<file path="config.mk">
export PLATFORM = sky130hd
export DESIGN_NAME = dcache_mem_port
export DESIGN_NICKNAME = d
export VERILOG_FILES = /design/src/rtl/dcache_pkg.sv /design/src/rtl/dcache_mem_port.sv
export SDC_FILE = /design/constraint.sdc
export NUM_CORES = 1
export LEC_CHECK = 0
export BUFFER_PORTS_ARGS = -buffer_cell sky130_fd_sc_hd__buf_4
export CAP_MARGIN = 20
export CORE_AREA = 2 2 151 153
export CTS_BUF_LIST = sky130_fd_sc_hd__clkbuf_4
export DETAILED_ROUTE_END_ITERATION = 10
export DIE_AREA = 0 0 153 155
export HOLD_SLACK_MARGIN = 0.15
export PLACE_DENSITY_LB_ADDON = 0.08
export SETUP_SLACK_MARGIN = 0.02
export SLEW_MARGIN = 15
export SYNTH_ARGS = -nofsm -noshare
export SYNTH_HDL_FRONTEND = slang
export SYNTH_SLANG_ARGS = --single-unit
</file>
<file path="constraint.sdc">
create_clock -name clk -period 2.2 [get_ports clk]
set_input_delay 0.33 -clock clk [delete_from_list [all_inputs] [get_ports clk]]
set_output_delay 0.33 -clock clk [all_outputs]
set_load 0.05 [all_outputs]
</file>
<file path="src/rtl/dcache_pkg.sv">
// cache geometry constants, address field types, memory command kind and shared structs
package dcache_pkg;

    parameter int WORD_W   = 64;
    parameter int STRB_W   = 8;
    parameter int INDEX_W  = 6;
    parameter int OFFSET_W = 3;
    parameter int TAG_W    = 55;
    parameter int AGE_W    = 3;

    typedef logic [63:0]         addr_t;
    typedef logic [WORD_W-1:0]   word_t;
    typedef logic [STRB_W-1:0]   strb_t;
    typedef logic [INDEX_W-1:0]  index_t;
    typedef logic [TAG_W-1:0]    tag_t;
    typedef logic                way_t;

    typedef enum logic {
        MEM_WRITEBACK = 1'b0,
        MEM_REFILL    = 1'b1
    } mem_kind_e;

    // one write into the arrays, tag and set_valid only matter on refill
    typedef struct packed {
        logic   en;
        way_t   way;
        index_t index;
        strb_t  strb;
        word_t  data;
        tag_t   tag;
        logic   set_valid;
    } way_write_t;

    // lookup result of one way
    typedef struct packed {
        logic  valid;
        tag_t  tag;
        word_t data;
    } way_line_t;

    // addr is word aligned, data only used by write-backs
    typedef struct packed {
        mem_kind_e kind;
        addr_t     addr;
        word_t     data;
    } mem_cmd_t;

endpackage

</file>
<file path="src/rtl/dcache_mem_port.sv">
// memory command holding register with ready handshake and refill data capture
`timescale 1ns/100ps

module dcache_mem_port
    import dcache_pkg::*;
(
    input  logic     clk,
    input  logic     rst_i,
    input  mem_cmd_t cmd_i,
    input  logic     cmd_start_i,
    input  logic     mem_ready_i,
    input  word_t    mem_rdata_i,
    output mem_cmd_t mem_req_o,
    output logic     mem_valid_o,
    output logic     cmd_done_o,
    output word_t    fill_data_o
);

    mem_cmd_t cmd_q;
    logic     valid_q;
    logic     done_q;
    word_t    fill_q;
    logic     accept;

    // the ready cycle ends the command
    assign accept = valid_q && mem_ready_i;

    always_ff @(posedge clk) begin
        if (rst_i) begin
            valid_q <= 1'b0;
            done_q  <= 1'b0;
        end else begin
            done_q <= accept;
            if (cmd_start_i) begin
                valid_q <= 1'b1;
            end else if (accept) begin
                valid_q <= 1'b0;
            end
        end
    end

    // command held stable while mem_valid_o is up
    always_ff @(posedge clk) begin
        if (cmd_start_i) begin
            cmd_q <= cmd_i;
        end
    end

    // refill word kept for the controller's done cycle
    always_ff @(posedge clk) begin
        if (accept && cmd_q.kind == MEM_REFILL) begin
            fill_q <= mem_rdata_i;
        end
    end

    assign mem_req_o   = cmd_q;
    assign mem_valid_o = valid_q;
    assign cmd_done_o  = done_q;
    assign fill_data_o = fill_q;

endmodule

</file>
==> results of run 1 <==
## cells in the mapped netlist
| cell type | number |
|---|---|
| nor2_1 | 1 |
| edfxtp_1 | 193 |
| a21oi_2 | 1 |
| nand2b_1 | 1 |
| and3_2 | 1 |
| inv_1 | 1 |
| nand2_1 | 1 |
| dfxtp_1 | 2 |
## metrics by stage
step / cell area [um^2] / worst slack, ns / hold slack, ns
2_1_floorplan: 5869 / 0.1566 / 0.3924
3_3_place_gp: 9209 / 0.8592 / 0.4431
3_5_place_dp: 9209 / 0.8350 / 0.4570
## cell families after synthesis
group           count (synthesis)  synth area share [%]
flops                         195                 99.42
buf+inv                         1               0.06389
compound gates                  1                0.1492
simple gates                    4                0.3624
==> results by group, run 1 <==
Place
  • Dpl hpwl: 12600 um
  • Port bufs: 391
  • Routability cong.: 0.7440
  • Placed cells: 880

Yosys
  • Post-synth top area cell: edfxtp_1
  • Area contributors post-synth: edfxtp_1 99%, dfxtp_1 0.68%, a21oi_2 0.15%, and3_2 0.13%, nand2b_1 0.11%
  • Synth warn: 0
  • Share of the synthesized area in the top cell type: 98.74%
  • Yosys reg bits: 195
  • Syn Nets: between 300 and 400
  • Sequential fraction of the synthesis area: 99.42%
  • Mapped Cells: 201
  • Mean Syn Cell Area: around 29 um^2
  • Count of cell types in the netlist: 8
  • Post-Syn Area: approximately 5900 um^2

Clock tree
  • Hold buffer count at CTS: 183
  • Inserted Clock Buffers: 17
  • Post-CTS sizing: 0
  • Postcts setup bufs: 0
  • Clock tree buffer depth: 2
  • CTS Root Buffer Type: clkbuf_4
  • CTS sink count: about 200
  • Number of H-tree levels: 4

Run status
  • Err: [ERROR RSZ-0060] Max buffer count reached.
  • Outcome: stopped before the end
  • Stop stage: clock tree synthesis (4_1_cts)

Floorplan
  • Die height: 155 um
  • Initial Util: between 20% and 30%
  • I/O Pins: 392
  • Row count: 55
  • Die W: 153 um
==> inputs of run 2 (changes only) <==
CORE_AREA = 2 2 152 154   (was 2 2 151 153)
CTS_BUF_LIST = unset   (was sky130_fd_sc_hd__clkbuf_4)
DIE_AREA = 0 0 154 156   (was 0 0 153 155)
HOLD_SLACK_MARGIN = unset   (was 0.15)
PLACE_DENSITY_LB_ADDON = 0.15   (was 0.08)
SETUP_SLACK_MARGIN = unset   (was 0.02)
==> results by group, run 2 <==
Pwr
  • Tot Pwr: 8.758 mW
  • Peak supply drop: 435.8 uV
  • Leakage: 4.060 nW
  • Power Density: 895.3 nW/um^2

STA
  • Worst Tran Pin Value: 0.4588 ns
  • Worst hold margin: 0.06751 ns
  • Period utilization: 69.67%
  • Max Freq: 652.4 MHz
  • Hold Fails Final Rpt: 0
  • RSZ-0062 raised after global routing: false
  • Final TNS setup: 0 ns
  • # setup viols final: 0
  • Final max-slew violation count: 0
  • Post-route setup slack: 0.6673 ns
  • Final Skew: 0.007495 ns
  • Final Critical Period: 1.533 ns
  • Max_slew headroom: 69.41%

Yosys
  • Post-synth top area cell: edfxtp_1
  • Ys flop type: edfxtp_1
  • Post-Syn Area: 5869 um^2
  • Number of synthesized flops with an enable pin: 193
  • Yosys reg bits: 195
  • Share of the synthesized area in the top cell type: between 90% and 100%
  • Count of cell types in the netlist: 8
  • Mean Syn Cell Area: 29.20 um^2
  • Mapped Cells: 201
  • Ys async rst share: 0%
  • Synth top cells by count: 193 x edfxtp_1, 2 x dfxtp_1
  • Area contributors post-synth: edfxtp_1 99%, dfxtp_1 0.68%, a21oi_2 0.15%, and3_2 0.13%, nand2b_1 0.11%
  • Sequential fraction of the synthesis area: between 90% and 100%
  • Most frequent cell after synthesis: edfxtp_1
  • Synth warn: 0
  • Syn Nets: 398

Min path
  • Worst Hold Launch: rst_i
  • Hold crit path type: in -> reg
  • Hold endpoint: mem_valid_o
  • WHS Path Cells: 2

Critical path
  • CP cell instances: and3_2, buf_12
  • Max stage delay cell, worst path: and3_2
  • Worst EP arrival: around 1.6 ns
  • Worst r2r src: mem_valid_o
  • Top Family by Delay on Critical Path: simple AND/OR/NAND/NOR gates
  • Worst Setup Start Kind: flip-flop
  • CP peak stage delay: 0.50 ns
  • Worst Setup End Kind: flip-flop
  • Critical Path RT: 2.30 ns
  • R2R Setup Slk: ~0.67 ns
  • Crit path max fanout: 47
  • FF-to-FF End: fill_data_o[6]
  • Critical path buffers and inverters: 1
  • R2R depth: 2
  • WS Path Type: reg -> reg

Clock tree
  • CTS tree: done
  • Clk_lat worst skew: 0.42 ns
  • CTS Root Buffer Type: clkbuf_16
  • Clock transition at path regs: about 0.07 ns
  • Number of H-tree levels: 4
  • CTS sink count: 195
  • Post-CTS sizing: 0
  • Hold buffer count at CTS: 0
  • Inserted Clock Buffers: 17
  • Postcts setup bufs: 0
  • Clock tree buffer depth: 2

Detailed routing
  • Initial DRC Count: 182
  • DRC violation count after routing: 0
  • Post-route ant nets: 0
  • Via density: 3.923
  • Post-Route WL: 16080 um
  • WL/cell: 17.63 um
  • DR pass1 iterations: 4
  • Via count: between 3000 and 4000

Cells and area
  • Nets: ~810
  • Area of the multi-input gates: about 30 um^2
  • Number of flip-flops under the largest register name: approximately 130
  • Non-filler cells, final: 912
  • Ratio of cells with drive above 1 in the final layout: 67.94%
  • Commonest non-fill, non-tap cells in the layout: 392 x buf_4, 193 x edfxtp_1, 17 x clkbuf_16
  • Fillers: between 1500 and 2000
  • Commonest non-fill, non-tap cell in the layout: buf_4
  • Final instance area: 9782 um^2
  • Post-Route Utilization: a little over two fifths
  • Antenna diodes: 0
  • Storage cell area: roughly 6000 um^2
  • Area Growth Syn to Fin: 66.66%

Place
  • Port bufs: 391
  • Dpl hpwl: 12500 um
  • Dpl ws: 0.6174 ns
  • Routability cong.: 0.7311
  • Placed cells: roughly 900
  • DP Area: 9229 um^2

Floorplan
  • Row count: between 50 and 60
  • Die W: 154 um
  • Die height: 156 um
  • I/O Pins: 392
  • Die area: 24020 um^2
  • Initial Util: 26.24%
  • Core area: ~22000 um^2

Global route
  • Largest net degree at the start of global routing: a little over 60
  • Tot GR Track Use: 13.00%
  • GRT overflow: 0
  • First-pass GRT wire length: 22790 um
  • Initial antenna violation count: 0
  • Number of global-route vias before repair: a little under 4000

Job
  • Max cap viols: 0

Run status
  • Outcome: completed
run 2: cell counts after synthesis:
Identical to the previous run, type by type.
run 2: metal layers:
layer / vias up / track usage, % / share of wire [%]
met5: - / 0 / 0
met4: 0 / 4.806 / 1.1
met3: 10 / 6.611 / 12
met2: 238 / 22.42 / 52
met1: 1685 / 13.63 / 35
li1: 1645 / - / -
run 2: power by group:
group	switching, mW	internal (mW)	total [mW]
combinational	0.977	0.492	1.47
clock	1.40	1.49	2.89
sequential	0.0654	4.33	4.40
run 2: how the worst max path moves through the flow:
stage                      startpoint         endpoint  slack, ns  depth (start not counted)
after detailed placement  mem_ready_i  fill_data_o[24]       0.62                          3
final                     mem_valid_o   fill_data_o[6]       0.67                          2
after global routing      mem_valid_o   fill_data_o[6]       0.59                          2
after CTS                 mem_valid_o  fill_data_o[19]       0.66                          2
after global placement    mem_ready_i  fill_data_o[52]       0.66                          3
after floorplan           mem_valid_o   fill_data_o[0]       0.16                          1
run 2: area by class of cell:
class	count	area share, %
clock buffers	19	4.426
clock inverters	12	1.228
inverters	1	0.03837
multi-input cells	5	0.3070
flip-flops and latches	195	59.66
well taps	285	3.645
repair buffers	395	30.70
run 2: logic make-up (layout without fill, tap and decap cells):
family          after synthesis  in the layout  share of synthesized area [%]
buf+inv                       1            427                        0.06389
compound gates                1              1                         0.1492
flops                       195            195                          99.42
simple gates                  4              4                         0.3624
(Power assumes the default switching activity.)
